### config.mk
export PLATFORM = sky130hd
export DESIGN_NAME = stage_delay
export DESIGN_NICKNAME = d
export VERILOG_FILES = /design/src/design/stage_delay.sv
export SDC_FILE = /design/constraint.sdc
export NUM_CORES = 1
export LEC_CHECK = 0
export BUFFER_PORTS_ARGS = -buffer_cell sky130_fd_sc_hd__buf_2
export CAP_MARGIN = 20
export CORE_AREA = 4 4 41 43
export DETAILED_ROUTE_END_ITERATION = 16
export DIE_AREA = 0 0 45 47
export GPL_TIMING_DRIVEN = 0
export PLACE_DENSITY = 0.38
export REMOVE_ABC_BUFFERS = 1
export SYNTH_ARGS = -nofsm -noshare
export SYNTH_HDL_FRONTEND = slang
export SYNTH_SLANG_ARGS = --single-unit
### constraint.sdc
create_clock -name clk_out -period 0.8 [get_ports clk_out]
set_input_delay 0 -clock clk_out [delete_from_list [all_inputs] [get_ports clk_out]]
set_output_delay 0 -clock clk_out [all_outputs]
set_load 0.03 [all_outputs]
### src/design/stage_delay.sv
`timescale 1ns/1ps

module stage_delay #(
  parameter type      payload_t = logic [7:0],
  parameter int       DEPTH     = 1,
  parameter payload_t IDLE      = payload_t'('0)
) (
  input  logic     clk_out,
  input  logic     reset,
  input  payload_t in_data,
  output payload_t out_data
);

  // one entry per pipeline stage
  payload_t pipe_q [DEPTH];

  always_ff @(posedge clk_out) begin
    if (reset) begin
      for (int i = 0; i < DEPTH; i++) begin
        pipe_q[i] <= IDLE;
      end
    end else begin
      pipe_q[0] <= in_data;
      for (int i = 1; i < DEPTH; i++) begin
        pipe_q[i] <= pipe_q[i-1];
      end
    end
  end

  assign out_data = pipe_q[DEPTH-1];

endmodule

==> metrics.md <==
| Metric | Value |
|---|---|
| Power Internal | 653 uW |
| Die extent in y | 47 um |
| Sw Pwr | 201 uW |
| Number of distinct library cells after synthesis | 2 |
| Largest fanout on the critical path | 1 |
| Via count of the first global-routing pass | approximately 220 |
| Clock tree from TritonCTS | done |
| # Max-Cap Violations | 0 |
| Number of pins with negative max-slew slack in the final report | 0 |
| Type of origin of the critical path | register |
| Flip-flop count of the largest register after layout | 8 |
| Worst-case vdd ir drop | ~0.75 mV |
| Maximum buffer depth of the clock tree | 2 |
| Clock transition at the registers of the reported paths | roughly 0.050 ns |
| Fraction of power consumed by sequential logic | 0.497 |
| Standard-cell row count | 13 |
| Synth area leaders | sky130_fd_sc_hd__dfxtp_1 76%, sky130_fd_sc_hd__nor2b_1 24% |
| Unrepaired setup endpoints after global routing | false |
| Number of nets still failing antenna checks after routing | 0 |
| Die area | between 0.002 and 0.0025 mm2 |
| Pin count of the biggest net entering global routing | 9 |
| Number of enable flip-flop cells after synthesis | 0 |
| Data arrival time of the critical path | 0.75 ns |
| Leak pwr | roughly 0.2 nW |
| Synth cell count leaders | 8 x sky130_fd_sc_hd__dfxtp_1, 8 x sky130_fd_sc_hd__nor2b_1 |
| CTS root buf | sky130_fd_sc_hd__clkbuf_4 |
| Placer congestion estimate | about 0.66 |
| Half-perimeter wire length of the detailed placement result | 399 um |
| Count of endpoints failing setup in the final report | 0 |
| Global-route wire length before repair | between 800 and 900 um |
| Initial antenna violation count | 0 |
| Most used flip-flop cell after synthesis | sky130_fd_sc_hd__dfxtp_1 |
| Pwr Density | 2100 mW/mm2 |
| Syn Inst Count | 16 |
| Count of buffers inserted at the top-level ports | 17 |
| Period Utilization, post-route | 0.937 |
| Share of the yosys chip area belonging to registers | 0.762 |
| Slew at the pin with the worst max-slew slack | 0.155 ns |
| Total non-filler cell area in the finished layout | roughly 400 um2 |
| Multi-input logic area | between 50 and 60 um2 |
| Failing checks | hold timing |
| DP Area | 314 um2 |
| Buffer and inverter count on the worst path | 1 |
| Dominant cell type by area after synthesis | sky130_fd_sc_hd__dfxtp_1 |
| Wire length reported by the detailed router | about 570 um |
| # placed instances | 48 |
| DRC marker count from the first detailed-route iteration | 0 |
| Total Routing Usage GR | 0.0640 |
| Number of register bits inferred by synthesis | 8 |
| Sw Ratio | 0.236 |
| YS warnings | 0 |
| Length of the first detailed-routing pass in iterations | 1 |
| Total clock buffers created by CTS | 3 |
| Initial Util | 0.162 |
| Worst-case hold slack | -0.00116 ns |
| Data required time of the worst path | ~0.80 ns |
| Kind of capture point of the worst setup path | output port |
| Number of fill cells in the layout | around 150 |
| Congestion Overflow GR | 0 |
| CTS H-tree depth | 1 |
| Setup bufs post-CTS | 0 |
| Tightest Hold Check Type | input port to register |
| Growth of design area from synthesis to finish | 93.5% |
| Count of cells resized by post-cts repair | 0 |
| Sink Count | 8 |
| Most flops, register | pipe_q |
| Horizontal die dimension | roughly 45 um |
| Final net count | 55 |
| Hold Fails Final Rpt | 1 |
| Proportion of power drawn by the clock network | 0.350 |
| Combined flip-flop and latch cell area | between 150 and 200 um2 |
| Fmax | about 1300 MHz |
| Combinational fraction of design power | 0.153 |
| DRC violation count after routing | 0 |
| Avg Vias per Cell | about 3.7 |
| Worst slew slack as a fraction of its limit | 0.897 |
| WL/cell | roughly 10 um |
| Number of diodes added for antenna fixing | 0 |
| Total number of vias | 212 |
| Total I/O pin count | 18 |
| Cell family with the largest share of critical-path delay | flip-flops |
| Number of hold-repair buffers added at the cts stage | 7 |
| Final total negative setup slack | 0 ns |
| Slowest cell delay on critical path | just over 0.3 ns |
| Final cell count without fillers | 58 |
| Critical-path cell list | buf_2 |
| Type of the worst setup path | register to output port |
| Syn Std Cell Area | between 200 and 250 um2 |
| Biggest registers after layout | pipe_q: 8 flops |
| Max stage delay cell, worst path | sky130_fd_sc_hd__dfxtp_1 |
| Min Clock Period, post-route | between 0.7 and 0.8 ns |
| Area of the placeable core | 0.00130 mm2 |
| Mean instance size in the synthesized netlist | about 13 um2 |
| Proportion of netlist area held by the largest area contributor | 0.762 |
| Outcome | finished, violations left |
| Layout cell share with drive strength beyond 1 | 0.465 |
| Share of async-settable or async-resettable flops after synthesis | 0 |
cells by family after synthesis:
family	after synthesis	share of synthesized area
flops	8	0.762
simple gates	8	0.238
routing by layer:
metal  vias up  part of all wire  track usage
li1        103                 -            -
met1        91              0.40       0.0638
met2        16              0.40       0.0904
met3         2              0.18       0.0460
met4         0             0.014       0.0526
met5         -                 0            0
cells in the final DEF (no fill, tap or decap):
cell	instances
sky130_fd_sc_hd__dlygate4sd3_1	7
sky130_fd_sc_hd__dfxtp_1	8
sky130_fd_sc_hd__clkbuf_4	3
sky130_fd_sc_hd__nor2b_1	8
sky130_fd_sc_hd__buf_2	17
power groups by stage:
stage	sequential, mW	combinational (mW)	clock [mW]
after global routing	0.427	0.141	0.333
after global placement	0.432	0.104	0
final	0.425	0.131	0.299
after CTS	0.425	0.132	0.317
after floorplan	0.478	0.0132	0
after detailed placement	0.433	0.106	0
area by class of cell:
class	count	share of cell area
Sequential cell	8	0.394
Timing Repair Buffer	24	0.382
Tap cell	15	0.0462
Multi-Input combinational cell	8	0.123
Clock buffer	3	0.0554
final timing paths:
kind	start	endpoint	cells past startpoint
max	pipe_q[0][6]	out_data[6]	1
min	in_data[0]	pipe_q[0][0]	2
metrics by stage:
stage | util | power, mW | setup slack [ns]
after floorplan | - | 0.491 | 0.341
after global placement | 0.241 | 0.536 | 0.326
after detailed placement | 0.241 | 0.539 | 0.314
after CTS | 0.313 | 0.874 | 0.0249
after global routing | 0.313 | 0.901 | 0.0132
final | 0.313 | 0.854 | 0.0502
Note: power is estimated with default switching activity, not from simulation.
