## src/design/apb_video_regs.sv

```systemverilog
`timescale 1ns/1ps

module apb_video_regs (
  input  logic        clk_out,
  input  logic        reset,
  input  logic        psel,
  input  logic        penable,
  input  logic        pwrite,
  input  logic [3:0]  paddr,
  input  logic [31:0] pwdata,
  output logic [31:0] prdata,
  output logic        pready,
  output logic        pslverr,
  input  logic        loaded,
  input  logic        frame_done,
  output logic        scan_en
);

  localparam logic [3:0] ADDR_CTRL   = 4'h0;
  localparam logic [3:0] ADDR_STATUS = 4'h4;
  localparam logic [3:0] ADDR_FRAMES = 4'h8;

  logic        access;
  logic        addr_ok;
  logic [15:0] frame_cnt;

  // zero wait states, the access phase is the completing cycle
  assign access  = psel && penable;
  assign addr_ok = (paddr == ADDR_CTRL) || (paddr == ADDR_STATUS) || (paddr == ADDR_FRAMES);
  assign pready  = 1'b1;
  assign pslverr = access && !addr_ok;

  always_ff @(posedge clk_out) begin
    if (reset) begin
      scan_en   <= 1'b0;
      frame_cnt <= '0;
    end else begin
      if (access && pwrite && paddr == ADDR_CTRL) begin
        scan_en <= pwdata[0];
      end
      // any write clears, a coincident frame end is dropped
      if (access && pwrite && paddr == ADDR_FRAMES) begin
        frame_cnt <= '0;
      end else if (frame_done) begin
        frame_cnt <= frame_cnt + 16'd1;
      end
    end
  end

  // read mux, status and frame count are read-only
  always_comb begin
    case (paddr)
      ADDR_CTRL:   prdata = {31'b0, scan_en};
      ADDR_STATUS: prdata = {31'b0, loaded};
      ADDR_FRAMES: prdata = {16'b0, frame_cnt};
      default:     prdata = '0;
    endcase
  end

  a_penable_needs_psel: assert property (
    @(posedge clk_out) disable iff (reset) penable |-> psel
  ) else $error("apb penable without psel");

endmodule

```

## config.mk

```make
export PLATFORM = sky130hd
export DESIGN_NAME = apb_video_regs
export DESIGN_NICKNAME = d
export VERILOG_FILES = /design/src/design/apb_video_regs.sv
export SDC_FILE = /design/constraint.sdc
export NUM_CORES = 1
export LEC_CHECK = 0
export BUFFER_PORTS_ARGS = -buffer_cell sky130_fd_sc_hd__clkbuf_2
export CORE_UTILIZATION = 41
export DETAILED_ROUTE_END_ITERATION = 12
export PLACE_DENSITY = 0.79
export REMOVE_ABC_BUFFERS = 1
export SLEW_MARGIN = 20
export SYNTH_ARGS = -nofsm -noshare
export SYNTH_HDL_FRONTEND = slang
export SYNTH_SLANG_ARGS = --single-unit
```

## constraint.sdc

```tcl
create_clock -name clk_out -period 1.8 [get_ports clk_out]
set_input_delay 0.18 -clock clk_out [delete_from_list [all_inputs] [get_ports clk_out]]
set_output_delay 0.18 -clock clk_out [all_outputs]
set_load 0.01 [all_outputs]
```

==> metrics.md <==
| Metric | Value |
|---|---|
| Area contributors post-synth | `dfxtp_1 29%, buf_4 11%, and2_1 7.5%` |
| Total vias in the final route | `1066` |
| Yosys warning total | `0` |
| Die height | `55.25 um` |
| Seq/Total Area, Yosys | `0.2928` |
| Synth cell types | `36` |
| Largest area contributor in the netlist | `dfxtp_1` |
| Synth Area per Inst | `8.016 um^2` |
| Buffers on Ports | `29` |
| Post-Place Cell Area | `~1300 um^2` |
| Clk slew on worst S/H paths | `0.11 ns` |
| # rows | `18` |
| Iteration-0 DRC Markers | `7` |
| # DRC | `0` |
| Nets | `216` |
| Setup TNS | `0 ns` |
| Final setup fails | `0` |
| Initial Util | `0.4527` |
| Total GRT Usage | `0.1471` |
| Initial antenna violation count | `0` |
| End-of-flow core utilization | `0.4981` |
| CTS tree | `built` |
| PnR worst setup slack | `0.1837 ns` |
| Post-CTS sizing | `0` |
| ANT nets after route | `0` |
| Number of global-route vias before repair | `859` |
| Layout cells sized above 1 | `0.2398` |
| Tcrit/Tclk final | `0.8979` |
| Dpl ws | `0.2068 ns` |
| CTS H-tree depth | `1` |
| Critical Setup Path Class | `flop to flop` |
| First-pass GRT wire length | `about 3.7 mm` |
| DP HPWL | `1.685 mm` |
| First drt pass iteration count | `4` |
| Drt total wl | `2.202 mm` |
| Pwr/cell area | `between 500 and 600 nW/um^2` |
| Die ar. | `between 3000 and 4000 um^2` |
| Area delta synth->final | `10.01%` |
| Synth Register Bits | `17` |
| Design area | `1279 um^2` |
| Crit path launch type | `flop` |
| Peak VDD IR | `0.3778 mV` |
| Post-route non-filler standard cell count | `~200` |
| Diodes inserted | `0` |
| Postcts setup bufs | `0` |
| EDFF count, synth | `0` |
| Post-CTS Hold Buffers | `0` |
| Cell count after placement | `197` |
| Clock root cell | `clkbuf_4` |
| Core box area | `2567 um^2` |
| Chip width | `55.25 um` |
| WL/cell | `10.96 um` |
| RSZ-0062 raised after global routing | `false` |
| Async SR Flop Fraction | `0` |
| Min Tclk post-route | `1.616 ns` |
| Final Hold Fails | `0` |
| Status | `finished, final reports clean` |
| Grt total ovfl | `0` |
| Leakage Power | `0.5365 nW` |
| Max Cap Viol | `0` |
| Hold_ws | `0.1218 ns` |
| Largest net degree at the start of global routing | `16` |
| Prevailing post-synth register cell | `dfxtp_1` |
| Top post-synthesis cells by count | `17 x buf_4, 17 x dfxtp_1, 14 x and2_1, 12 x o21ai_0, 10 x nor2_1` |
| Vias/cell | `5.303` |
| Clk Latency, worst-skew pair | `0.30 ns` |
| Clock Skew | `0.002997 ns` |
| CP Data Arrival Time | `around 1.9 ns` |
| Total CTS buffers | `3` |
| Cell area after synthesis | `approximately 1200 um^2` |
| Hold crit path type | `primary input to flop` |
| Crit path max fanout | `6` |
| Critical path capture point type | `flop` |
| Final slew viol count | `0` |
| CTS max path bufs | `2` |
| Cells after Synth | `145` |
| Gpl congestion | `0.8108` |
| Worst path required time | `a little over 2 ns` |
| Total power | `679.8 uW` |
| Synth top area share | `0.2928` |
| Max Fclk | `0.6187 GHz` |
| Clk sinks | `17` |
| Top Ports | `between 70 and 80` |
## layout by cell type, fill, tap and decap left out, drive strengths merged, types with 2 or more instances in the layout
cell	instances
a21oi	8
and2	15
buf	2
clkbuf	32
conb	17
dfxtp	17
mux2i	6
nand2	5
nand3	6
nand4	7
nor2	10
nor2b	4
nor4	5
o21ai	12
o31ai	3
or3	4
or4	3
xor2	3
## path summary, 6_finish.rpt
| path | start | endpoint | slack, ns | cells past startpoint |
|---|---|---|---|---|
| hold / removal | pwdata[0] | scan_en$_SDFFE_PP0P_ | 0.12 | 3 |
| setup / recovery | frame_cnt[0]$_SDFFE_PP0P_ | frame_cnt[10]$_SDFFE_PP0P_ | 0.18 | 4 |
| setup reg to reg | frame_cnt[0]$_SDFFE_PP0P_ | frame_cnt[10]$_SDFFE_PP0P_ | 0.18 | 4 |
| hold reg to reg | frame_cnt[6]$_SDFFE_PP0P_ | frame_cnt[6]$_SDFFE_PP0P_ | 0.52 | 2 |
## final cells by class
class                      instances  area [um^2]
fill                             255         1289
clock inverter                     1        5.005
clock buffer                       3        22.52
tap                               30        37.54
multi-input combinational        119        713.2
sequential                        17        340.3
timing repair buffer              31        160.2
## flip-flops by register name, summed over array words and instances, names as in the netlist
name / flops
frame_cnt: 16
scan_en: 1
## layer usage
metal | vias up | wire [um] | GRT usage
li1 | 538 | - | -
met1 | 488 | 967 | 0.1817
met2 | 38 | 1087 | 0.2599
met3 | 2 | 121 | 0.02576
met4 | 0 | 25 | 0.04286
met5 | - | 0 | 0
## kinds of logic after synthesis
family,share of synthesized area
buffers and inverters,0.1421
multiplexers,0.05167
flip-flops,0.2928
XOR/XNOR,0.03015
AND/OR/NAND/NOR,0.3294
adder cells (fa/ha/maj),0.01076
AO/OA/AOI/OAI,0.1367
other,0.006461
## power breakdown
group,internal (mW),switching [mW]
clock,0.0829,0.131
sequential,0.381,0.00651
combinational,0.0261,0.0520
total,0.490,0.190
## critical path: stages (launching register included)
cell and delay, ns:
dfxtp_1 0.43, ha_1 0.25, nand3_1 0.21, or4_1 0.51, a21oi_1 0.14
No activity file was read; power rests on OpenSTA's default activity.
