[src/design/vga_pkg.sv]
package vga_pkg;

  // horizontal timing, counted in pixel clocks
  localparam int H_ACTIVE     = 640;
  localparam int H_SYNC_START = 656;
  localparam int H_SYNC_END   = 752;
  localparam int H_TOTAL      = 800;

  // vertical timing, counted in lines
  localparam int V_ACTIVE     = 480;
  localparam int V_SYNC_START = 490;
  localparam int V_SYNC_END   = 492;
  localparam int V_TOTAL      = 525;

  // 160x120 image, two 8-bit pixels per 16-bit word
  localparam int VRAM_AW    = 14;
  localparam int VRAM_WORDS = 9600;

  // address reg, ram read, colour reg
  localparam int PIPE_LAT = 3;

  typedef struct packed {
    logic [9:0] h;
    logic [9:0] v;
    logic       display;
    logic       hsync_n;
    logic       vsync_n;
  } scan_t;

  typedef struct packed {
    logic [3:0] red;
    logic [3:0] green;
    logic [3:0] blue;
  } rgb_t;

  // blank position with both syncs released
  localparam scan_t SCAN_IDLE = '{h: '0, v: '0, display: 1'b0, hsync_n: 1'b1, vsync_n: 1'b1};

  // 2-bit channel to 4 bits, 01 becomes 0101 etc
  function automatic logic [3:0] expand_channel(input logic [1:0] chan);
    return {chan, chan};
  endfunction

endpackage

[src/design/scan_timing.sv]
`timescale 1ns/1ps

module scan_timing (
  input  logic           clk_out,
  input  logic           reset,
  input  logic           run,
  output vga_pkg::scan_t scan,
  output logic           frame_done
);
  import vga_pkg::*;

  logic [9:0] h_cnt;
  logic [9:0] v_cnt;
  logic       line_end;
  logic       frame_end;
  scan_t      scan_raw;

  assign line_end  = (h_cnt == 10'(H_TOTAL - 1));
  assign frame_end = line_end && (v_cnt == 10'(V_TOTAL - 1));

  // counters park at the origin while stopped
  always_ff @(posedge clk_out) begin
    if (reset || !run) begin
      h_cnt <= '0;
      v_cnt <= '0;
    end else if (line_end) begin
      h_cnt <= '0;
      v_cnt <= frame_end ? 10'd0 : v_cnt + 10'd1;
    end else begin
      h_cnt <= h_cnt + 10'd1;
    end
  end

  // flags decoded straight from the counters
  always_comb begin
    scan_raw.h       = h_cnt;
    scan_raw.v       = v_cnt;
    scan_raw.display = (h_cnt < H_ACTIVE) && (v_cnt < V_ACTIVE);
    scan_raw.hsync_n = !((h_cnt >= H_SYNC_START) && (h_cnt < H_SYNC_END));
    scan_raw.vsync_n = !((v_cnt >= V_SYNC_START) && (v_cnt < V_SYNC_END));
  end

  // blank and syncs released when not running
  assign scan       = run ? scan_raw : SCAN_IDLE;
  assign frame_done = run && frame_end;

  a_h_in_range: assert property (
    @(posedge clk_out) disable iff (reset) h_cnt < H_TOTAL
  ) else $error("horizontal counter past line end");

endmodule

[config.mk]
export PLATFORM = sky130hd
export DESIGN_NAME = scan_timing
export DESIGN_NICKNAME = d
export VERILOG_FILES = /design/src/design/vga_pkg.sv /design/src/design/scan_timing.sv
export SDC_FILE = /design/constraint.sdc
export NUM_CORES = 1
export LEC_CHECK = 0
export BUFFER_PORTS_ARGS = -buffer_cell sky130_fd_sc_hd__clkbuf_2
export CAP_MARGIN = 20
export CORE_ASPECT_RATIO = 0.7
export CORE_MARGIN = 2
export CORE_UTILIZATION = 49
export DETAILED_ROUTE_END_ITERATION = 10
export PLACE_DENSITY = 0.81
export SETUP_SLACK_MARGIN = 0.02
export SYNTH_ARGS = -nofsm -noshare
export SYNTH_HDL_FRONTEND = slang
export SYNTH_SLANG_ARGS = --single-unit
export TNS_END_PERCENT = 20
[constraint.sdc]
create_clock -name clk_out -period 3.8 [get_ports clk_out]
set_input_delay 0.19 -clock clk_out [delete_from_list [all_inputs] [get_ports clk_out]]
set_output_delay 0.19 -clock clk_out [all_outputs]
set_load 0.005 [all_outputs]
==> reports/metrics.cfg <==
[timing]
hold_viol = 0
finalClockSkew_ns = 0.00251
tightest_slew_ns = 0.399
grt_setup_unrepaired = false
whs_ns = 0.232
period_needed_ns = 2.09
setup_tns_ns = 0
relSlewSlack_pct = 73.4
finalCritPeriodShare_pct = 55.0
finalMaxSlewViolations = 0
finalSetupViolations = 0
max_freq_mhz = 478

[route]
wl_met1_um = 1260
wl_met2_um = 1210
ant_nets = 0
dr_wl_met3_um = 143
top_layer = met4
drt_iter0_drc = 39
wl_um = 2680
drt-vias-per-instance = 5.53
wire_per_inst_um = 13.7
vias = 1084
dr.pass1.iters = 4
drc_errors = 0

[synth]
yosys.cell_types.count = 35
yosysMostFrequentCell = dfxtp_1
synth_enable_flop_cells = 0
synth_common_cells = dfxtp_1 (20), nor2_1 (19), and2_1 (15)
synth_area_leaders = dfxtp_1 (34%), and2_1 (7.9%), nor2_1 (6.0%)
netlist.area_leader.share_pct = 33.5
synth_ff_type = dfxtp_1
ys_seq_area_share_pct = 33.5
netlist_area_um2 = 1190
synth_nets = 148
ys_seq_elements = 20
yosysTopAreaCell = dfxtp_1
synthCells = 141
yosys_warnings = 0
avgSynthCellArea_um2 = 8.47
async_reset_ff_share_pct = 0

[setup_path]
crit_arrival_ns = 1.90
path_max_fanout = 8
cpPeakStageDelay_ns = 0.44
path_cells = ha_1 -> and4_1 -> nand3_4 -> nor3_1 -> clkbuf_2
reg2reg_setup_slack_ns = 1.90
crit_type = register to primary output
timing.rr.start = h_cnt[0]$_SDFF_PP0_
critPathRequiredTime_ns = 3.61
critPathSlowestCell = and4_1
r2r_end = v_cnt[9]$_SDFFE_PP0N_
start_kind = register
cp-end-kind = primary output
r2r_cells = 5

[cts]
clk-insertion-delay-late_ns = 0.30
clk_pin_slew_ns = 0.10
cts_tree = built
cts_max_path_buffers = 2
cts_resized = 0
cts_buffers = 3
post_cts.repair.setup_buffers = 0
clock-root-buffer = clkbuf_4
cts_hold_buf = 0
cts_sinks = 20
htree_levels = 1

[hold_path]
hold_end = h_cnt[4]$_SDFF_PP0_
min_path_type = primary input to register
whs_path_depth = 3
worstHoldStart = reset

[power]
netSwitchingFraction_pct = 22.5
vdd_ir_drop_max_mv = 0.186
p_comb_share_pct = 4.0
p_int_mw = 0.251
clkPwrFrac_pct = 30.6
p_seq_share_pct = 65.3
p_per_area_nw_per_um2 = 242
p_switching_mw = 0.0729
leakage_nw = 0.519

[layout]
drive_above_1_share_pct = 23.2
final_nets = 173
antenna_cells = 0
syn_to_final_growth_pct = 11.9

[global_route]
globalRouteTotalUtil_pct = 20.3
antenna_found_initial = 0
grt_max_degree = 19
grt_pass1_vias = 938
grt_pass1_wl_um = 4350
grt-ovfl-total = 0

[die]
die_w_um = 63.0
coreArea_um2 = 2220
io_pins = 27
die_y_um = 45.3
die-area_um2 = 2860
placementRows = 14
initial_utilization_pct = 53.7

[placed_design]
io_buffers = 26
gp_congestion = 0.818
dp.final_hpwl_um = 2060

[flow_run]
maxCapViolations = 0

[outcome]
outcome = finished, final reports clean

## routing by layer
| metal | up-vias | global-route usage, % |
|---|---|---|
| met4 | 0 | 9.33 |
| met2 | 35 | 33.0 |
| met5 | - | 0 |
| li1 | 534 | - |
| met3 | 9 | 5.24 |
| met1 | 506 | 25.9 |
## power by group through the flow
stage | logic, mW | registers [mW] | clock network (mW)
after floorplan | 0.00749 | 0.216 | 0
final | 0.0131 | 0.212 | 0.0993
after CTS | 0.0131 | 0.212 | 0.107
after detailed placement | 0.0131 | 0.217 | 0
after global placement | 0.0125 | 0.216 | 0
after global routing | 0.0145 | 0.212 | 0.114
## stage by stage
stage          utilization [%]  area (um^2)  worst slack, ns  std cells  total power [mW]
6_report                  60.1         1340             1.71        196             0.324
5_1_grt                   60.1         1340             1.56        196             0.340
4_1_cts                   60.1         1340             1.71        196             0.332
3_5_place_dp              59.1         1320             1.99        193             0.230
3_3_place_gp              59.1         1320             2.04        193             0.229
2_1_floorplan                -         1190             2.26        141             0.224
## logic make-up (layout without fill, tap and decap cells)
| kind of cell | Yosys count | in the layout | share of synthesized area [%] |
|---|---|---|---|
| flops | 20 | 20 | 33.5 |
| compound gates | 15 | 15 | 6.70 |
| simple gates | 80 | 80 | 41.8 |
| buf+inv | 11 | 34 | 5.76 |
| fa+ha+maj | 4 | 4 | 4.19 |
| xor+xnor | 11 | 11 | 8.06 |
## cell type report
| type | count | area (um^2) |
|---|---|---|
| multi-input cells | 110 | 726 |
| well taps | 32 | 40.0 |
| clock buffers | 3 | 22.5 |
| flip-flops and latches | 20 | 400 |
| inverters | 5 | 18.8 |
| repair buffers | 26 | 130 |
| fillers | 199 | 887 |
## state kept, by name (all words and copies together) (netlist names)
| register | count |
|---|---|
| v_cnt | 10 |
| h_cnt | 10 |
## cell usage in the layout, fill, tap and decap left out, types with 4 or more instances in the layout
master,count
a21oi_1,7
o21ai_0,6
nand3_1,6
and2_1,15
dfxtp_1,20
xnor2_1,5
ha_1,4
clkbuf_2,26
nor2_1,19
nor3_1,4
inv_1,5
xor2_1,6
or3_1,5
nand4_1,6
nand2_1,7
## how the worst max path moves through the flow
stage | end | cells past startpoint | slack (ns) | startpoint
2_1_floorplan | v_cnt[8]$_SDFFE_PP0N_ | 6 | 2.26 | h_cnt[0]$_SDFF_PP0_
3_3_place_gp | v_cnt[8]$_SDFFE_PP0N_ | 5 | 2.04 | h_cnt[0]$_SDFF_PP0_
3_5_place_dp | v_cnt[9]$_SDFFE_PP0N_ | 5 | 1.99 | h_cnt[0]$_SDFF_PP0_
4_1_cts | frame_done | 5 | 1.71 | h_cnt[0]$_SDFF_PP0_
5_1_grt | frame_done | 5 | 1.56 | h_cnt[0]$_SDFF_PP0_
6_report | frame_done | 5 | 1.71 | h_cnt[0]$_SDFF_PP0_
## critical path: cells and delay by family (launching register included)
kind / cells / cell delay [ns]
flip-flops: 1 / 0.41
adder cells (fa/ha/maj): 1 / 0.23
buffers and inverters: 1 / 0.14
AND/OR/NAND/NOR: 3 / 0.81
No activity file was read; power rests on OpenSTA's default activity.
