**config.mk**
```make
export PLATFORM = sky130hd
export DESIGN_NAME = pixel_fetch
export DESIGN_NICKNAME = d
export VERILOG_FILES = /design/src/design/vga_pkg.sv /design/src/design/stage_delay.sv /design/src/design/pixel_fetch.sv
export SDC_FILE = /design/constraint.sdc
export NUM_CORES = 1
export LEC_CHECK = 0
export BUFFER_PORTS_ARGS = -buffer_cell sky130_fd_sc_hd__buf_2
export CAP_MARGIN = 30
export CORE_ASPECT_RATIO = 0.5
export CORE_UTILIZATION = 43
export DETAILED_ROUTE_END_ITERATION = 12
export HOLD_SLACK_MARGIN = 0.03
export PLACE_DENSITY = 0.81
export SETUP_SLACK_MARGIN = 0.02
export SYNTH_ARGS = -nofsm -noshare
export SYNTH_HDL_FRONTEND = slang
export SYNTH_SLANG_ARGS = --single-unit
```
**constraint.sdc**
```tcl
create_clock -name clk_out -period 3.07 [get_ports clk_out]
set_clock_uncertainty 0.1 [all_clocks]
set_input_delay 0 -clock clk_out [delete_from_list [all_inputs] [get_ports clk_out]]
set_output_delay 0 -clock clk_out [all_outputs]
set_load 0.05 [all_outputs]
```
**src/design/vga_pkg.sv**
```systemverilog
package vga_pkg;

  // horizontal timing, counted in pixel clocks
  localparam int H_ACTIVE     = 640;
  localparam int H_SYNC_START = 656;
  localparam int H_SYNC_END   = 752;
  localparam int H_TOTAL      = 800;

  // vertical timing, counted in lines
  localparam int V_ACTIVE     = 480;
  localparam int V_SYNC_START = 490;
  localparam int V_SYNC_END   = 492;
  localparam int V_TOTAL      = 525;

  // 160x120 image, two 8-bit pixels per 16-bit word
  localparam int VRAM_AW    = 14;
  localparam int VRAM_WORDS = 9600;

  // address reg, ram read, colour reg
  localparam int PIPE_LAT = 3;

  typedef struct packed {
    logic [9:0] h;
    logic [9:0] v;
    logic       display;
    logic       hsync_n;
    logic       vsync_n;
  } scan_t;

  typedef struct packed {
    logic [3:0] red;
    logic [3:0] green;
    logic [3:0] blue;
  } rgb_t;

  // blank position with both syncs released
  localparam scan_t SCAN_IDLE = '{h: '0, v: '0, display: 1'b0, hsync_n: 1'b1, vsync_n: 1'b1};

  // 2-bit channel to 4 bits, 01 becomes 0101 etc
  function automatic logic [3:0] expand_channel(input logic [1:0] chan);
    return {chan, chan};
  endfunction

endpackage

```
**src/design/stage_delay.sv**
```systemverilog
`timescale 1ns/1ps

module stage_delay #(
  parameter type      payload_t = logic [7:0],
  parameter int       DEPTH     = 1,
  parameter payload_t IDLE      = payload_t'('0)
) (
  input  logic     clk_out,
  input  logic     reset,
  input  payload_t in_data,
  output payload_t out_data
);

  // one entry per pipeline stage
  payload_t pipe_q [DEPTH];

  always_ff @(posedge clk_out) begin
    if (reset) begin
      for (int i = 0; i < DEPTH; i++) begin
        pipe_q[i] <= IDLE;
      end
    end else begin
      pipe_q[0] <= in_data;
      for (int i = 1; i < DEPTH; i++) begin
        pipe_q[i] <= pipe_q[i-1];
      end
    end
  end

  assign out_data = pipe_q[DEPTH-1];

endmodule

```
**src/design/pixel_fetch.sv**
```systemverilog
`timescale 1ns/1ps

module pixel_fetch (
  input  logic                        clk_out,
  input  logic                        reset,
  input  vga_pkg::scan_t              scan,
  output logic [vga_pkg::VRAM_AW-1:0] rd_addr,
  input  logic [15:0]                 rd_data,
  output vga_pkg::rgb_t               rgb
);
  import vga_pkg::*;

  // stored row is 160 pixels, two per word
  localparam int ROW_WORDS = 80;

  scan_t      scan_d;
  logic [7:0] pixel;

  // stage 1, each stored pixel covers a 4x4 screen block
  always_ff @(posedge clk_out) begin
    if (scan.display) begin
      rd_addr <= VRAM_AW'(ROW_WORDS * scan.v[9:2] + scan.h[9:3]);
    end else begin
      rd_addr <= '0;
    end
  end

  // position travels with the read so stage 3 sees the matching word
  stage_delay #(
    .payload_t (scan_t),
    .DEPTH     (PIPE_LAT - 1),
    .IDLE      (SCAN_IDLE)
  ) u_scan_delay (
    .clk_out  (clk_out),
    .reset    (reset),
    .in_data  (scan),
    .out_data (scan_d)
  );

  // left pixel in the high byte
  assign pixel = scan_d.h[2] ? rd_data[7:0] : rd_data[15:8];

  // stage 3, expand rrggbb and blank outside the visible area
  always_ff @(posedge clk_out) begin
    if (reset) begin
      rgb <= '0;
    end else if (scan_d.display) begin
      rgb.red   <= expand_channel(pixel[5:4]);
      rgb.green <= expand_channel(pixel[3:2]);
      rgb.blue  <= expand_channel(pixel[1:0]);
    end else begin
      rgb <= '0;
    end
  end

endmodule

```
==> metrics <==
total of warnings raised by yosys=0; worst max-slew margin expressed relative to the limit=68.80%; status=completed; row count=13; placed wire-length estimate after detailed placement=just under 2000 um; global-route wire length before repair=3974 um; CTS clock-pin slew for the worst setup and hold paths=roughly 0.07 ns; XOR/XNOR share of the synthesized area=5.293%; DR WL/cell=around 11 um; upper clock frequency limit=around 390 MHz; most common cell after layout, fill and taps aside=sky130_fd_sc_hd__buf_2; mux share of post-synthesis cell area=5.388%; placer congestion estimate=0.8535; fraction of layout instances using a drive strength above 1=31.46%; max-slew violation total from the final report=0; total vias in the final route=1176; H-tree levels=1; number of antenna diodes=0; setup repair after global routing missed its margin=no; starting density of the core=a little under 50%; Sinks on Clock Net=24; total leakage power=roughly 0.93 nW; net switching fraction of the power=between 30% and 40%; via/cell ratio=4.704; worst path buffer plus inverter count=2; largest vdd supply drop=around 230 uV; number of remaining DRC errors=0; Util after Layout=between 60% and 70%; footprint of the multi-input gates=~760 sq um; syn nets=slightly below 200; die width=between 80 and 90 um; share of power burned in registers=between 40% and 50%; cts repair resizes=0; post-layout net count=about 270; Synth Area in Compound Gates=a little under a tenth; Max Root-Sink Buffers=2; crit-path max FO=3; cell area power density=442.8 nW/um^2; Clock Tree Root=sky130_fd_sc_hd__clkbuf_8; IO Port Bufs=56; crit path kind=input pin to flip-flop; register area share after synthesis=between 30% and 40%; synthesized area=1324 sq um; flops & latches, synth=24; Comb power frac=between 30 and 40%; first-pass detailed-route iteration total=4; FF/Latch Area=480.5 sq um; sum of negative setup slack=0 ns; required time worst endpoint=approximately 3.1 ns; overall global routing resource usage=between 10% and 20%; pin count of the biggest net entering global routing=13; Layout area overhead=43.76%; share of power burned in the clock network=19.9%; Adder-Cell Fraction of Synth Area=between 15 and 20%; Syn Inst Count=between 100 and 150; total clock buffers created by CTS=3; Fin. Hold Viols=0; count of unique library cells instantiated by Yosys=38; number of global-route vias before repair=994; category of the worst setup path capture point=flip-flop; number of failing setup endpoints in the final timing report=0; data arrival time of the critical path=~2.6 ns; mean area per synthesized cell=between 9 and 10 sq um; family with the most delay on the worst path=simple AND/OR/NAND/NOR gates; Die Ht=approximately 41 um; DP Cell Count=221; Critical-path top delay cell=sky130_fd_sc_hd__or4b_4; biggest cell delay along the critical path=~0.56 ns; Final Non-Filler Cells=250; simple logic cell fraction of the synthesized area=around a fifth; top post-synthesis cells by area=sky130_fd_sc_hd__dfxtp_1, sky130_fd_sc_hd__ha_1, sky130_fd_sc_hd__nor2_1, sky130_fd_sc_hd__mux2i_1, sky130_fd_sc_hd__nor2b_1; post-synth top area share=between 30% and 40%; number of antenna violations at the first check in global routing=0; cell type with the largest total area after synthesis=sky130_fd_sc_hd__dfxtp_1; CTS tree=built; most repeated library cell on the critical path=sky130_fd_sc_hd__ha_1; CORE AREA=around 2700 sq um; area enclosed by the die boundary=roughly 3300 sq um; net switching power=roughly 0.00029 W; actual transition at the worst max-transition pin=0.4652 ns; share of the clock period used by the worst path after layout=83.93%; wire length after detailed routing=~2800 um; Hold Crit Class=input pin to flip-flop; Skew-Pair Late Insertion Delay=~0.25 ns; launching element type of the critical path=input pin; most frequent cells in the layout=sky130_fd_sc_hd__buf_2, sky130_fd_sc_hd__dlygate4sd3_1, sky130_fd_sc_hd__dfxtp_1; max capacitance violation total=0; count of routing violations after the opening detailed-route iteration=9; global-route congestion overflow total=0; boundary pin count=67; number of nets still failing antenna checks after routing=0; layout filler cell count=approximately 220; Cell Int Power=0.0005566 W; worst path cell trace=buf_2 > ha_1 > ha_1 > inv_1 > fa_1 > or4b_4 > or4_4 > nor3_2 > mux2_1; combinational family with the most area after synthesis=simple AND/OR/NAND/NOR gates; min Tclk post-route=~2.6 ns
## tightest hold or removal path, delay by kind of cell
family        cells  cell delay (ns)
buf+inv           2             0.18
fa+ha+maj         1             0.15
simple gates      1             0.04
## power by group through the flow
stage	logic (W)	registers (W)	clock network (W)
after detailed placement	0.000301	0.000352	0
after floorplan	0.000144	0.000438	0
after global placement	0.000294	0.000351	0
final	0.000331	0.000344	0.000168
after global routing	0.000357	0.000347	0.000186
after CTS	0.000330	0.000344	0.000178
## layout make-up
cell class | instances | share of cell area [%]
clock buffers | 3 | 2.170
inverters | 8 | 1.578
multi-input cells | 96 | 40.17
flip-flops and latches | 24 | 25.25
well taps | 37 | 2.433
repair buffers | 82 | 28.40
## synth_stat cells, drive strengths merged
library cell  instances
o21ai                 4
clkbuf                1
a211oi                2
ha                   15
nor3                  3
o21ba                 1
nor2                 19
a31o                  1
dfxtp                24
mux2                  1
nand4                 1
and2                  7
clkinv                1
inv                   7
a311o                 1
o2111a                1
buf                   6
xor2                  4
or4b                  1
a21oi                 2
o22ai                 1
nor3b                 1
a311oi                1
a21o                  1
fa                    2
nand2                 1
o211ai                1
xnor2                 4
o21a                  1
mux2i                 6
or4                   1
nor2b                 8
or2                   1
or3b                  1
nor4b                 2
nand2b                1
## per-layer routing
| layer | vias to the layer above | track usage (%) | routed length [um] |
|---|---|---|---|
| met3 | 0 | 1.556 | 139 |
| li1 | 613 | - | - |
| met4 | 0 | 5.357 | 0 |
| met1 | 529 | 17.65 | 1281 |
| met2 | 34 | 34.96 | 1348 |
| met5 | - | 0 | 0 |
## what timing repair did
item / CTS / global route
hold buffers: 26 / 0
setup buffers: 0 / 0
endpoints found under the hold margin: 16 / 0
## stage by stage
stage                     total power (W)  instance area, sq um  hold WS, ns  worst slack [ns]
after floorplan                 0.0005818                  1324     -0.02839            0.4404
after global placement          0.0006452                  1602       0.1092            0.2674
after detailed placement        0.0006524                  1602       0.1147            0.2197
after CTS                       0.0008526                  1903      0.05048            0.4870
after global routing            0.0008901                  1903      0.07038            0.4393
final                           0.0008427                  1903      0.05551            0.4934
## logic make-up (layout without fill, tap and decap cells)
kind of cell,Yosys count,in the layout
adders and majority gates,17,17
buffers and inverters,15,93
muxes,7,7
AOI/OAI and AO/OA,17,17
DFF,24,24
xor gates and xnor gates,8,8
and+or+nand+nor,47,47
## final timing paths
kind | to | startpoint | cells after the start | slack [ns]
worst max-delay path | rd_addr[13]$_SDFF_PN0_ | scan[6] | 9 | 0.49
worst min-delay path | rd_addr[5]$_SDFF_PN0_ | scan[21] | 4 | 0.06
worst max register to register | rgb[10]$_SDFF_PP0_ | u_scan_delay.pipe_q[0][38]$_SDFF_PP0_ | 3 | 1.48
worst min register to register | u_scan_delay.pipe_q[0][25]$_SDFF_PP0_ | u_scan_delay.pipe_q[0][2]$_SDFF_PP0_ | 1 | 0.34
## flip-flops by register name, indices dropped and copies added, names as in the netlist
| signal | cells |
|---|---|
| rd_addr | 14 |
| u_scan_delay.pipe_q | 4 |
| rgb | 6 |
(Power assumes the default switching activity.)
