File: config.mk
export PLATFORM = sky130hd
export DESIGN_NAME = spi_flash_loader
export DESIGN_NICKNAME = d
export VERILOG_FILES = /design/src/design/vga_pkg.sv /design/src/design/spi_flash_loader.sv
export SDC_FILE = /design/constraint.sdc
export NUM_CORES = 1
export LEC_CHECK = 0
export BUFFER_PORTS_ARGS = -buffer_cell sky130_fd_sc_hd__buf_2
export CORE_UTILIZATION = 50
export CTS_BUF_LIST = sky130_fd_sc_hd__clkbuf_4
export CTS_CLUSTER_DIAMETER = 100
export CTS_CLUSTER_SIZE = 40
export DETAILED_ROUTE_END_ITERATION = 6
export GPL_ROUTABILITY_DRIVEN = 0
export HOLD_SLACK_MARGIN = 0.02
export PLACE_DENSITY = 0.78
export SYNTH_ARGS = -nofsm -noshare
export SYNTH_HDL_FRONTEND = slang
export SYNTH_SLANG_ARGS = --single-unit
export TNS_END_PERCENT = 30
File: constraint.sdc
create_clock -name clk_out -period 2.5 [get_ports clk_out]
set_input_delay 0.5 -clock clk_out [delete_from_list [all_inputs] [get_ports clk_out]]
set_output_delay 0.5 -clock clk_out [all_outputs]
set_load 0.005 [all_outputs]
File: src/design/vga_pkg.sv
package vga_pkg;

  // horizontal timing, counted in pixel clocks
  localparam int H_ACTIVE     = 640;
  localparam int H_SYNC_START = 656;
  localparam int H_SYNC_END   = 752;
  localparam int H_TOTAL      = 800;

  // vertical timing, counted in lines
  localparam int V_ACTIVE     = 480;
  localparam int V_SYNC_START = 490;
  localparam int V_SYNC_END   = 492;
  localparam int V_TOTAL      = 525;

  // 160x120 image, two 8-bit pixels per 16-bit word
  localparam int VRAM_AW    = 14;
  localparam int VRAM_WORDS = 9600;

  // address reg, ram read, colour reg
  localparam int PIPE_LAT = 3;

  typedef struct packed {
    logic [9:0] h;
    logic [9:0] v;
    logic       display;
    logic       hsync_n;
    logic       vsync_n;
  } scan_t;

  typedef struct packed {
    logic [3:0] red;
    logic [3:0] green;
    logic [3:0] blue;
  } rgb_t;

  // blank position with both syncs released
  localparam scan_t SCAN_IDLE = '{h: '0, v: '0, display: 1'b0, hsync_n: 1'b1, vsync_n: 1'b1};

  // 2-bit channel to 4 bits, 01 becomes 0101 etc
  function automatic logic [3:0] expand_channel(input logic [1:0] chan);
    return {chan, chan};
  endfunction

endpackage

File: src/design/spi_flash_loader.sv
`timescale 1ns/1ps

module spi_flash_loader #(
  parameter logic [23:0] FLASH_BASE = 24'h000000,
  parameter int          NUM_WORDS  = vga_pkg::VRAM_WORDS
) (
  input  logic                        clk_out,
  input  logic                        reset,
  output logic                        spi_cs_n,
  output logic                        spi_sclk,
  output logic                        spi_mosi,
  input  logic                        spi_miso,
  output logic                        wr_en,
  output logic [vga_pkg::VRAM_AW-1:0] wr_addr,
  output logic [15:0]                 wr_data,
  output logic                        loaded
);
  import vga_pkg::*;

  // plain serial read, no dummy byte
  localparam logic [7:0] CMD_READ = 8'h03;

  typedef enum logic [2:0] {
    ST_START,
    ST_CMD,
    ST_ADDR,
    ST_DATA,
    ST_DONE
  } state_t;

  state_t               state;
  logic [31:0]          hdr_q;
  logic [4:0]           bit_cnt;
  logic [15:0]          word_q;
  logic [15:0]          word_next;
  logic [VRAM_AW-1:0]   word_cnt;
  logic                 rise;
  logic                 hdr_last;

  // sclk runs at half rate, low half shifts mosi, high half is sampled
  assign rise      = !spi_sclk;
  assign spi_mosi  = hdr_q[31];
  assign word_next = {word_q[14:0], spi_miso};
  // last falling edge of command or address phase
  assign hdr_last  = (state == ST_CMD && bit_cnt == 5'd7) ||
                     (state == ST_ADDR && bit_cnt == 5'd23);

  always_ff @(posedge clk_out) begin
    if (reset) begin
      state    <= ST_START;
      spi_cs_n <= 1'b1;
      spi_sclk <= 1'b0;
      hdr_q    <= {CMD_READ, FLASH_BASE};
      bit_cnt  <= '0;
      word_cnt <= '0;
      wr_en    <= 1'b0;
      loaded   <= 1'b0;
    end else begin
      wr_en <= 1'b0;
      case (state)
        ST_START: begin
          // select the flash, first command bit is already on mosi
          spi_cs_n <= 1'b0;
          state    <= ST_CMD;
        end
        ST_CMD, ST_ADDR: begin
          spi_sclk <= rise;
          if (!rise) begin
            hdr_q   <= {hdr_q[30:0], 1'b0};
            bit_cnt <= bit_cnt + 5'd1;
            if (hdr_last) begin
              bit_cnt <= '0;
              state   <= (state == ST_CMD) ? ST_ADDR : ST_DATA;
            end
          end
        end
        ST_DATA: begin
          spi_sclk <= rise;
          if (rise) begin
            // 16th bit sampled here, word goes to ram next cycle
            wr_en <= (bit_cnt == 5'd15);
          end else begin
            bit_cnt <= bit_cnt + 5'd1;
            if (bit_cnt == 5'd15) begin
              bit_cnt  <= '0;
              word_cnt <= word_cnt + 1'b1;
              if (word_cnt == VRAM_AW'(NUM_WORDS - 1)) begin
                spi_cs_n <= 1'b1;
                loaded   <= 1'b1;
                state    <= ST_DONE;
              end
            end
          end
        end
        default: begin
          // stay deselected until the next reset
          spi_sclk <= 1'b0;
        end
      endcase
    end
  end

  // incoming word shift and ram write payload
  always_ff @(posedge clk_out) begin
    if (state == ST_DATA && rise) begin
      word_q  <= word_next;
      wr_data <= word_next;
      wr_addr <= word_cnt;
    end
  end

  // image is written once, nothing may reach the ram after load
  a_no_write_after_load: assert property (
    @(posedge clk_out) disable iff (reset) loaded |-> !wr_en
  ) else $error("loader wrote video ram after loaded");

endmodule

==> key figures, run 1 <==
Run status
  – Status: finished clean

Floorplanning
  – Die X: 72.8 um
  – Top Ports: 38
  – DIE HEIGHT: 72.8 um
  – Row count: 25
  – Initial core utilization: 52.4%
  – Die Area: 5300 sq um
  – Core area: 4790 sq um

Timing
  – Setup tns final: 0 ps
  – Max-slew violation count: 0
  – # setup viols final: 0
  – Max Clock Freq: 0.427 GHz
  – Fin crit share: 93.6%
  – Fin worst setup slack: 160 ps
  – Slew HR: 73.2%
  – Hold Vio Cnt, Final: 0
  – Final worst clock skew: 10.8 ps
  – RSZ-0062 raised after global routing: false
  – Post-layout min period: 2340 ps
  – Least-Margin Pin Slew: 400 ps

Worst setup path
  – CP max FO: 7
  – CP Launch Type: flop
  – CP arrival: 2670 ps
  – Reg2reg setup slack: 160 ps
  – CP Data Required Time: 2830 ps
  – Critical Path Sink Type: flop
  – Critical path class: reg -> reg

Clock network
  – TritonCTS clock tree: built
  – Clock Tree Root: clkbuf_4
  – Number of buffers created by CTS: 9
  – Post-CTS Resized: 0
  – Clock-pin slew on the worst setup and hold paths: 100 ps
  – Postcts setup bufs: 0
  – Clock H-tree levels: 3
  – Skew-Pair Late Insertion Delay: 390 ps
  – Hold Buf Count CTS: 0
  – Number of clock sinks: 64
  – Bufs on Longest Clock Path: 2

Yosys
  – Sequential element share of the synthesized area: 63.1%
  – Post-Syn Area: 2510 sq um
  – Largest family of logic cells by synthesized area: simple AND/OR/NAND/NOR gates
  – Synth Area in Simple Gates: 16.8%
  – Mapped Cells: 214
  – Synth Area in XOR/XNOR: 3.84%
  – Top post-synthesis cells by area: edfxtp_1 36%, dfxtp_1 27%, mux2i_1 3.6%
  – Mean Syn Cell Area: 11.7 sq um
  – Ys Warns: 0
  – Yosys cell types: 41
  – Area leader, netlist: edfxtp_1
  – Syn nets: 221
  – Synth Area in Compound Gates: 8.03%
  – #FFs+latches synth: 64
  – Adder-cell share of the synthesized area: 2.00%
  – Multiplexer share of the synthesized area: 3.59%
  – Top cell type's share of synthesized area: 35.9%

Placement
  – DP Area: 2780 sq um
  – IO Port Bufs: 37
  – Final HPWL DP: 2740 um
  – Post-Place Cells: 315
  – Setup slack at placement: 122 ps

Global routing
  – GRT overflow: 0
  – Vias in the first global route: 1538
  – Initial antenna violation count: 0
  – Total GRT Usage: 17.3%
  – First-pass GRT wire length: 6760 um
  – Largest net degree at the start of global routing: 31

Route
  – Vias: 1743
  – First-pass DRT Iterations: 4
  – Wirelength, routed: 4080 um
  – Detailed-route DRC error count: 0
  – Initial DRC count: 105
  – Avg WL per Cell: 12.3 um
  – Count of antenna-violating nets left after detailed routing: 0
  – Drt via density: 5.27

Finish
  – Non-filler cells, final: 331
  – # diodes: 0
  – Post-route core utilization: 61.6%
  – Layout Nets: 266
  – Most frequent cells in the layout: 37 x buf_2, 34 x dfxtp_1, 30 x edfxtp_1
  – Layout fillers: 386
  – Design area: 2950 sq um
  – Commonest non-fill, non-tap cell in the layout: buf_2
  – Syn-to-layout area delta: 17.6%
  – Proportion of layout cells with a drive suffix above 1: 23.5%

Power
  – Max VDD drop: 367 uV
  – Static leakage: 1.12 nW
  – Pwr Density: 689 nW/um^2

Min path
  – Worst Hold Class: in -> reg

Run
  – Maxcap violations: 0
-- through the flow --
step           hold slack [ps]  total power, mW
3_5_place_dp               431             1.28
5_1_grt                    244             2.11
4_1_cts                    254             2.05
6_report                   278             2.03
2_1_floorplan              422             1.25
3_3_place_gp               426             1.28
-- synthesized netlist by cell type --
master	n
o21ai_1	1
or4_4	1
and4b_1	1
xor2_1	4
clkbuf_2	1
nor2_1	20
nor2b_1	1
or4_1	5
nor4_1	3
nand2_1	14
and2b_1	1
o21ai_0	7
nand3_1	5
ha_1	4
nand4b_1	3
nand3b_2	1
nor3b_1	1
dfxtp_1	34
clkinv_1	1
a21oi_1	12
and3b_1	2
inv_1	8
nand4_1	4
o21a_1	2
and3_1	2
edfxtp_1	30
or2_1	1
xnor2_1	7
a22o_1	1
clkbuf_1	6
mux2i_1	9
nor3_1	6
a32oi_2	1
o31ai_1	5
o211ai_1	1
a22oi_1	1
or4b_1	1
buf_2	1
nand2b_1	1
or3_1	4
o2111ai_1	1
-- flip-flops by register name, indices dropped and copies added (netlist names) --
name,cells
spi_cs_n,1
word_q,16
word_cnt,14
state,3
loaded,1
wr_addr,14
wr_en,1
bit_cnt,5
hdr_q,8
spi_sclk,1
-- area by class of cell --
cell class / count / area, sq um / area share, %
sequential: 64 / 1580 / 53.7
multi-input combinational: 133 / 868 / 29.5
timing repair buffer: 42 / 223 / 7.56
tap: 67 / 83.8 / 2.84
clock inverter: 6 / 82.6 / 2.80
clock buffer: 10 / 75.1 / 2.55
inverter: 9 / 33.8 / 1.15
-- critical path: stages, from the launching register on --
cell and delay, ps:
dfxtp_1 390, ha_1 250, nand3_1 130, inv_1 80, ha_1 220, nand3b_2 110, or3_4 420, or4_1 530
a21oi_1 150
-- power breakdown --
group	total, mW	internal [mW]	switching (mW)
Combinational	0.128	0.0575	0.0707
Clock	0.771	0.414	0.357
Sequential	1.13	1.11	0.0235
-- worst paths after layout --
| kind | startpoint | endpoint | cells after the start |
|---|---|---|---|
| worst max-delay path | bit_cnt[0] | word_cnt[13] | 8 |
| worst min-delay path | spi_miso | word_q[0] | 1 |
| worst max register to register | bit_cnt[0] | word_cnt[13] | 8 |
| worst min register to register | hdr_q[24] | hdr_q[24] | 2 |
-- cells by family after synthesis --
group,after synthesis
flops,64
buf+inv,17
simple gates,77
xor+xnor,11
mux,9
fa+ha+maj,4
compound gates,32
-- routing by layer --
layer | vias up | track usage, % | share of wire, %
met3 | 13 | 4.97 | 4.2
li1 | 872 | - | -
met2 | 48 | 26.4 | 46
met4 | 0 | 12.0 | 3.3
met1 | 810 | 21.1 | 47
met5 | - | 0 | 0
Power figures use the tool's default switching activity.
==> run 2, diff against run 1 <==
ABC_AREA = 1   (was not set)
SLEW_MARGIN = 40   (was not set)
==> key figures, run 2 <==
Run status
  – Status: finished clean

Worst setup path
  – CP arrival: 2160 ps (-510 ps)
  – CP max FO: 6 (-1)
  – Critical Path Sink Type: flop
  – CP Data Required Time: 2800 ps (-30 ps)
  – CP Launch Type: flop
  – Critical path class: reg -> reg

Global routing
  – First-pass GRT wire length: 7000 um (+3.7%)
  – GRT overflow: 0 (unchanged)
  – Largest net degree at the start of global routing: 31 (unchanged)
  – Initial antenna violation count: 0 (unchanged)
  – Vias in the first global route: 1570 (+2.1%)
  – Total GRT Usage: 17.7% (+0.50 points)

Timing
  – Max-slew violation count: 0 (unchanged)
  – Final worst clock skew: 18.1 ps (+7.22 ps)
  – Post-layout min period: 1860 ps (-484 ps)
  – Max Clock Freq: 0.539 GHz (+26%)
  – Slew HR: 58.0% (-15 points)
  – # setup viols final: 0 (unchanged)
  – Least-Margin Pin Slew: 630 ps (+230 ps)
  – RSZ-0062 raised after global routing: false
  – Hold Vio Cnt, Final: 0 (unchanged)
  – Setup tns final: 0 ps (unchanged)
  – Fin worst setup slack: 644 ps (+484 ps)
  – Fin crit share: 74.2% (-19 points)

Yosys
  – Top cell type's share of synthesized area: 35.1% (-0.79 points)
  – EDFF count, synth: 30 (unchanged)
  – Sequential element share of the synthesized area: 61.7% (-1.4 points)
  – Syn nets: 268 (+21%)
  – Count leader, synth: nand2_1
  – #FFs+latches synth: 64 (unchanged)
  – Mean Syn Cell Area: 9.82 sq um (-16%)
  – Top_reg_cell synth: dfxtp_1
  – Most common library cells after synthesis: 42 x nand2_1, 34 x dfxtp_1, 34 x nor2_1, 30 x edfxtp_1, 30 x inv_1
  – Mapped Cells: 261 (+22%)
  – Yosys cell types: 35 (-15%)
  – Post-Syn Area: 2560 sq um (+2.2%)
  – Ys Warns: 0 (unchanged)
  – Area leader, netlist: edfxtp_1
  – Post-synth ARST share: 0% (unchanged)
  – Top post-synthesis cells by area: edfxtp_1 35%, dfxtp_1 27%, nand2_1 6.1%

Floorplanning
  – Core area: 4820 sq um (+0.65%)
  – Row count: 25 (unchanged)
  – Die X: 73.6 um (+1.1%)
  – DIE HEIGHT: 73.6 um (+1.1%)
  – Die Area: 5420 sq um (+2.2%)
  – Initial core utilization: 53.2% (+0.83 points)
  – Top Ports: 38 (unchanged)

Clock network
  – Clock H-tree levels: 3 (unchanged)
  – TritonCTS clock tree: built
  – Clock-pin slew on the worst setup and hold paths: 110 ps (about the same)
  – Post-CTS Resized: 0 (unchanged)
  – Postcts setup bufs: 0 (unchanged)
  – Skew-Pair Late Insertion Delay: 410 ps (+20 ps)
  – Number of buffers created by CTS: 9 (unchanged)
  – Hold Buf Count CTS: 0 (unchanged)
  – Number of clock sinks: 64 (unchanged)
  – Bufs on Longest Clock Path: 2 (unchanged)
  – Clock Tree Root: clkbuf_4

Power
  – Static leakage: 1.20 nW (+6.8%)
  – Cell internal pwr: 1.60 mW (+1.6%)
  – Comb power frac: 19.5% (+13 points)
  – Sw Pwr: 0.729 mW (+62%)
  – Reg power frac: 56.3% (+0.6 points)
  – Sw frac: 31.3% (+9.0 points)
  – Pwr Density: 797 nW/um^2 (+16%)
  – Pwr Total: 2.33 mW (+15%)
  – Part of the power in the clock network: 24.2% (-14 points)
  – Max VDD drop: 516 uV (+41%)

Route
  – Initial DRC count: 75 (-29%)
  – Drt via density: 4.90 (-6.9%)
  – Detailed-route DRC error count: 0 (unchanged)
  – Count of antenna-violating nets left after detailed routing: 0 (unchanged)
  – Vias: 1853 (+6.3%)
  – Wirelength, routed: 4230 um (+3.6%)
  – First-pass DRT Iterations: 5 (+1)
  – Avg WL per Cell: 11.2 um (-9.3%)

Finish
  – Layout fillers: 431 (+12%)
  – Top flop regs: word_q: 16 flops, word_cnt: 14 flops, wr_addr: 14 flops
  – Syn-to-layout area delta: 14.3%
  – Area of the multi-input gates: 841 sq um (-3.2%)
  – # diodes: 0 (unchanged)
  – Proportion of layout cells with a drive suffix above 1: 21.5% (-1.9 points)
  – Reg with most FFs: word_q
  – Most frequent cells in the layout: 42 x nand2_1, 37 x buf_2, 34 x nor2_1, 34 x dfxtp_1
  – Register Area: 1580 sq um (unchanged)
  – Commonest non-fill, non-tap cell in the layout: nand2_1
  – Layout Nets: 313 (+18%)
  – Max reg flops: 16 (unchanged)

Min path
  – Worst Hold Class: in -> reg

Placement
  – Final HPWL DP: 2910 um (+6.2%)
  – IO Port Bufs: 37 (unchanged)
  – Setup slack at placement: 639 ps (+517 ps)

Run
  – Maxcap violations: 0 (unchanged)
==> run 2: cell count changes after synthesis, moves of 5 or more <==
cell / delta
a21oi_1: +7
inv_1: +22
mux2i_1: -9
nand2_1: +28
nand3_1: +8
nor2_1: +14
nor3_1: -5
o21ai_0: +12
o31ai_1: -5
or4_1: -5
xnor2_1: -7
==> run 2: kinds of logic (layout without fill, tap and decap cells) <==
group,Yosys count,in the layout,synth area share (%)
flip-flops,64,64,61.7
AND/OR/NAND/NOR,110,110,21.1
AO/OA/AOI/OAI,44,44,9.03
adder cells (fa/ha/maj),4,4,1.95
XOR/XNOR,2,2,0.683
buffers and inverters,37,87,5.52
==> run 2: critical path, stage by stage (launching register included) <==
cell	delay (ps)
dfxtp_1	360
ha_1	170
nand2_1	80
nor2_1	140
ha_1	180
nand2_1	130
nor2_8	200
nand2_4	70
nor3_4	200
nand3_1	110
nand2_1	70
nor2_1	40
==> run 2: cell type report <==
class / instances / share of cell area, %
multi-input cells: 160 / 28.7
repair buffers: 38 / 6.58
clock buffers: 11 / 2.82
clock inverters: 5 / 0.854
flip-flops and latches: 64 / 54.0
inverters: 33 / 4.23
well taps: 67 / 2.86
==> run 2: layer usage <==
| metal | vias to the layer above | global-route usage [%] | part of all wire [%] |
|---|---|---|---|
| li1 | 963 | - | - |
| met1 | 831 | 22.4 | 46 |
| met2 | 50 | 26.5 | 46 |
| met3 | 9 | 5.76 | 5.5 |
| met4 | 0 | 10.7 | 2.2 |
| met5 | - | 0 | 0 |
==> run 2: stage by stage <==
step	instances	util, %	hold WS (ps)	instance area (sq um)
floorplan	261	-	430	2560
global placement	362	58.6	428	2820
detailed placement	362	58.6	428	2820
CTS	378	60.8	236	2930
global route	378	60.8	234	2930
finish	378	60.8	258	2930
==> run 2: power groups by stage <==
stage	Sequential, mW	Combinational [mW]	Clock [mW]
floorplan	1.32	0.347	0
global placement	1.33	0.446	0
detailed placement	1.34	0.458	0
CTS	1.31	0.459	0.586
global route	1.33	0.528	0.634
finish	1.31	0.454	0.565
==> run 2: path summary, 6_finish.rpt <==
check              from           end  slack, ps  depth (start not counted)
min reg2reg  word_q[11]    word_q[12]        450                          0
min            spi_miso     word_q[0]        260                          1
max          bit_cnt[1]  word_cnt[10]        640                         11
max reg2reg  bit_cnt[1]  word_cnt[10]        640                         11
==> run 3, diff against run 2 <==
clock period = 1.77 ns   (was 2.5 ns; I/O delays follow)
==> key figures, run 3 (same netlist as run 2, synthesis figures left out) <==
Run status
  – Status: finished clean

Min path
  – Worst Hold Class: in -> reg

Timing
  – Fin worst setup slack: 26.7 ps (-617 ps)
  – Least-Margin Pin Slew: 359 ps (-271 ps)
  – Worst hold slack: 124 ps (-134 ps)
  – Max-slew violation count: 0 (unchanged)
  – Final worst clock skew: 7.96 ps (-10.1 ps)
  – Hold Vio Cnt, Final: 0 (unchanged)
  – Post-layout min period: 1740 ps (-113 ps)
  – Fin crit share: 98.5% (+24 points)
  – Setup tns final: 0 ps (unchanged)
  – Slew HR: 75.9% (+18 points)
  – # setup viols final: 0 (unchanged)
  – Max Clock Freq: 0.574 GHz (+6.5%)
  – RSZ-0062 raised after global routing: true

Global routing
  – Initial antenna violation count: 0 (unchanged)
  – GRT overflow: 0 (unchanged)
  – Total GRT Usage: 19.6% (+1.8 points)
  – Vias in the first global route: 1793 (+14%)
  – Largest net degree at the start of global routing: 31 (unchanged)
  – First-pass GRT wire length: 7780 um (+11%)

Power
  – Pwr Total: 3.43 mW (+47%)
  – Max VDD drop: 649 uV (+26%)
  – Static leakage: 1.31 nW (+9.1%)
  – Pwr Density: 1100 nW/um^2 (+38%)

Finish
  – Max reg flops: 16 (unchanged)
  – Syn-to-layout area delta: 21.4%
  – Post-route core utilization: 64.6% (+3.8 points)
  – Commonest non-fill, non-tap cell in the layout: nand2_1
  – Most frequent cells in the layout: 39 x nand2_1, 37 x buf_2, 33 x nor2_1
  – Proportion of layout cells with a drive suffix above 1: 28.4% (+6.9 points)
  – Layout Nets: 326 (+4.2%)
  – Top flop regs: word_q: 16 flops, word_cnt: 14 flops, wr_addr: 14 flops
  – # diodes: 0 (unchanged)
  – Reg with most FFs: word_q

Route
  – Wirelength, routed: 4840 um (+14%)
  – First-pass DRT Iterations: 4 (-1)
  – Avg WL per Cell: 12.4 um (+11%)
  – Initial DRC count: 183 (+140%)
  – Vias: 1986 (+7.2%)
  – Detailed-route DRC error count: 0 (unchanged)
  – Drt via density: 5.08 (+3.6%)
  – Count of antenna-violating nets left after detailed routing: 0 (unchanged)

Placement
  – Setup slack at placement: -8.49 ps (-648 ps)
  – IO Port Bufs: 37 (unchanged)
  – Final HPWL DP: 3230 um (+11%)

Floorplanning
  – DIE HEIGHT: 73.6 um (unchanged)
  – Die X: 73.6 um (unchanged)
  – Top Ports: 38 (unchanged)
  – Row count: 25 (unchanged)
  – Initial core utilization: 53.2% (unchanged)
  – Core area: 4820 sq um (unchanged)
  – Die Area: 5420 sq um (unchanged)

Run
  – Maxcap violations: 0 (unchanged)

Worst setup path
  – CP max FO: 5 (-1)
  – Crit. Startpoint: bit_cnt[1]
  – CP Launch Type: flop
  – Worst r2r src: bit_cnt[1]
  – Crit path to: word_cnt[10]
  – CP arrival: 2040 ps (-120 ps)
  – R2R Path End: word_cnt[10]
  – FF-to-FF path depth: 11 (unchanged)
  – Critical Path Sink Type: flop
  – Reg2reg setup slack: 30 ps (-620 ps)
  – CP Data Required Time: 2070 ps (-730 ps)
  – Critical path class: reg -> reg

Clock network
  – Number of clock sinks: 64 (unchanged)
  – Clock-pin slew on the worst setup and hold paths: 100 ps (about the same)
  – Clock H-tree levels: 3 (unchanged)
  – Number of buffers created by CTS: 9 (unchanged)
  – TritonCTS clock tree: built
  – Bufs on Longest Clock Path: 2 (unchanged)
  – Clock Tree Root: clkbuf_4
  – Skew-Pair Late Insertion Delay: 400 ps (about the same)
## run 3: changes by cell type in the layout (fill, tap and decap cells not counted), moves of 2 or more
cell / before / now
buf_4: 1 / 13
nand2_1: 42 / 39
nand2_4: 1 / 4
dfxtp_1: 34 / 32
dfxtp_2: 0 / 2
ha_1: 4 / 2
ha_4: 0 / 2
## run 3: worst max-delay path: stages (launching register included)
cell and delay [ps]:
dfxtp_2 360, ha_4 150, nand2_4 60, nor2_4 140, ha_4 160, nand2_4 60, nor2_8 160, nand2_4 80
nor3_4 250, nand3_1 100, nand2_1 70, nor2_1 40
## run 3: repair_timing
item	4_1_cts	5_1_grt
gates resized for setup	3	13
buffers inserted	0	3
pin swaps	1	9
hold buffers	0	0
endpoints found under the setup margin	6	12
## run 3: worst min-delay path by stage
| stage | startpoint | to | slack, ps | cells after the start |
|---|---|---|---|---|
| after floorplan | word_cnt[11] | wr_addr[11] | 430 | 0 |
| after global placement | word_q[9] | word_q[10] | 420 | 0 |
| after detailed placement | word_q[1] | word_q[2] | 430 | 0 |
| after CTS | spi_miso | word_q[0] | 110 | 1 |
| after global routing | spi_miso | word_q[0] | 110 | 1 |
| final | spi_miso | word_q[0] | 120 | 1 |
## run 3: layout make-up
type                            instances  area [sq um]
Clock buffer                           12          90.1
Clock inverter                          4          21.3
Fill cell                             402          1700
Inverter                               33           128
Multi-Input combinational cell        160           903
Sequential cell                        64          1580
Tap cell                               67          83.8
Timing Repair Buffer                   51           303
## run 3: per-stage QoR
stage / cell area [sq um] / cells
2_1_floorplan: 2570 / 261
3_3_place_gp: 2910 / 372
3_5_place_dp: 2910 / 372
4_1_cts: 3030 / 388
5_1_grt: 3110 / 391
6_report: 3110 / 391
## run 3: layer usage
metal,track usage (%),wire length (um)
met3,5.21,241
met4,13.0,183
met1,23.3,2080
met5,0,0
met2,31.1,2340
## run 3: report_power, final
group	leakage [nW]	internal (mW)	total (mW)	switching [mW]
logic	0.698	0.289	0.755	0.466
registers	0.545	1.73	1.85	0.125
clock network	0.0647	0.328	0.824	0.496
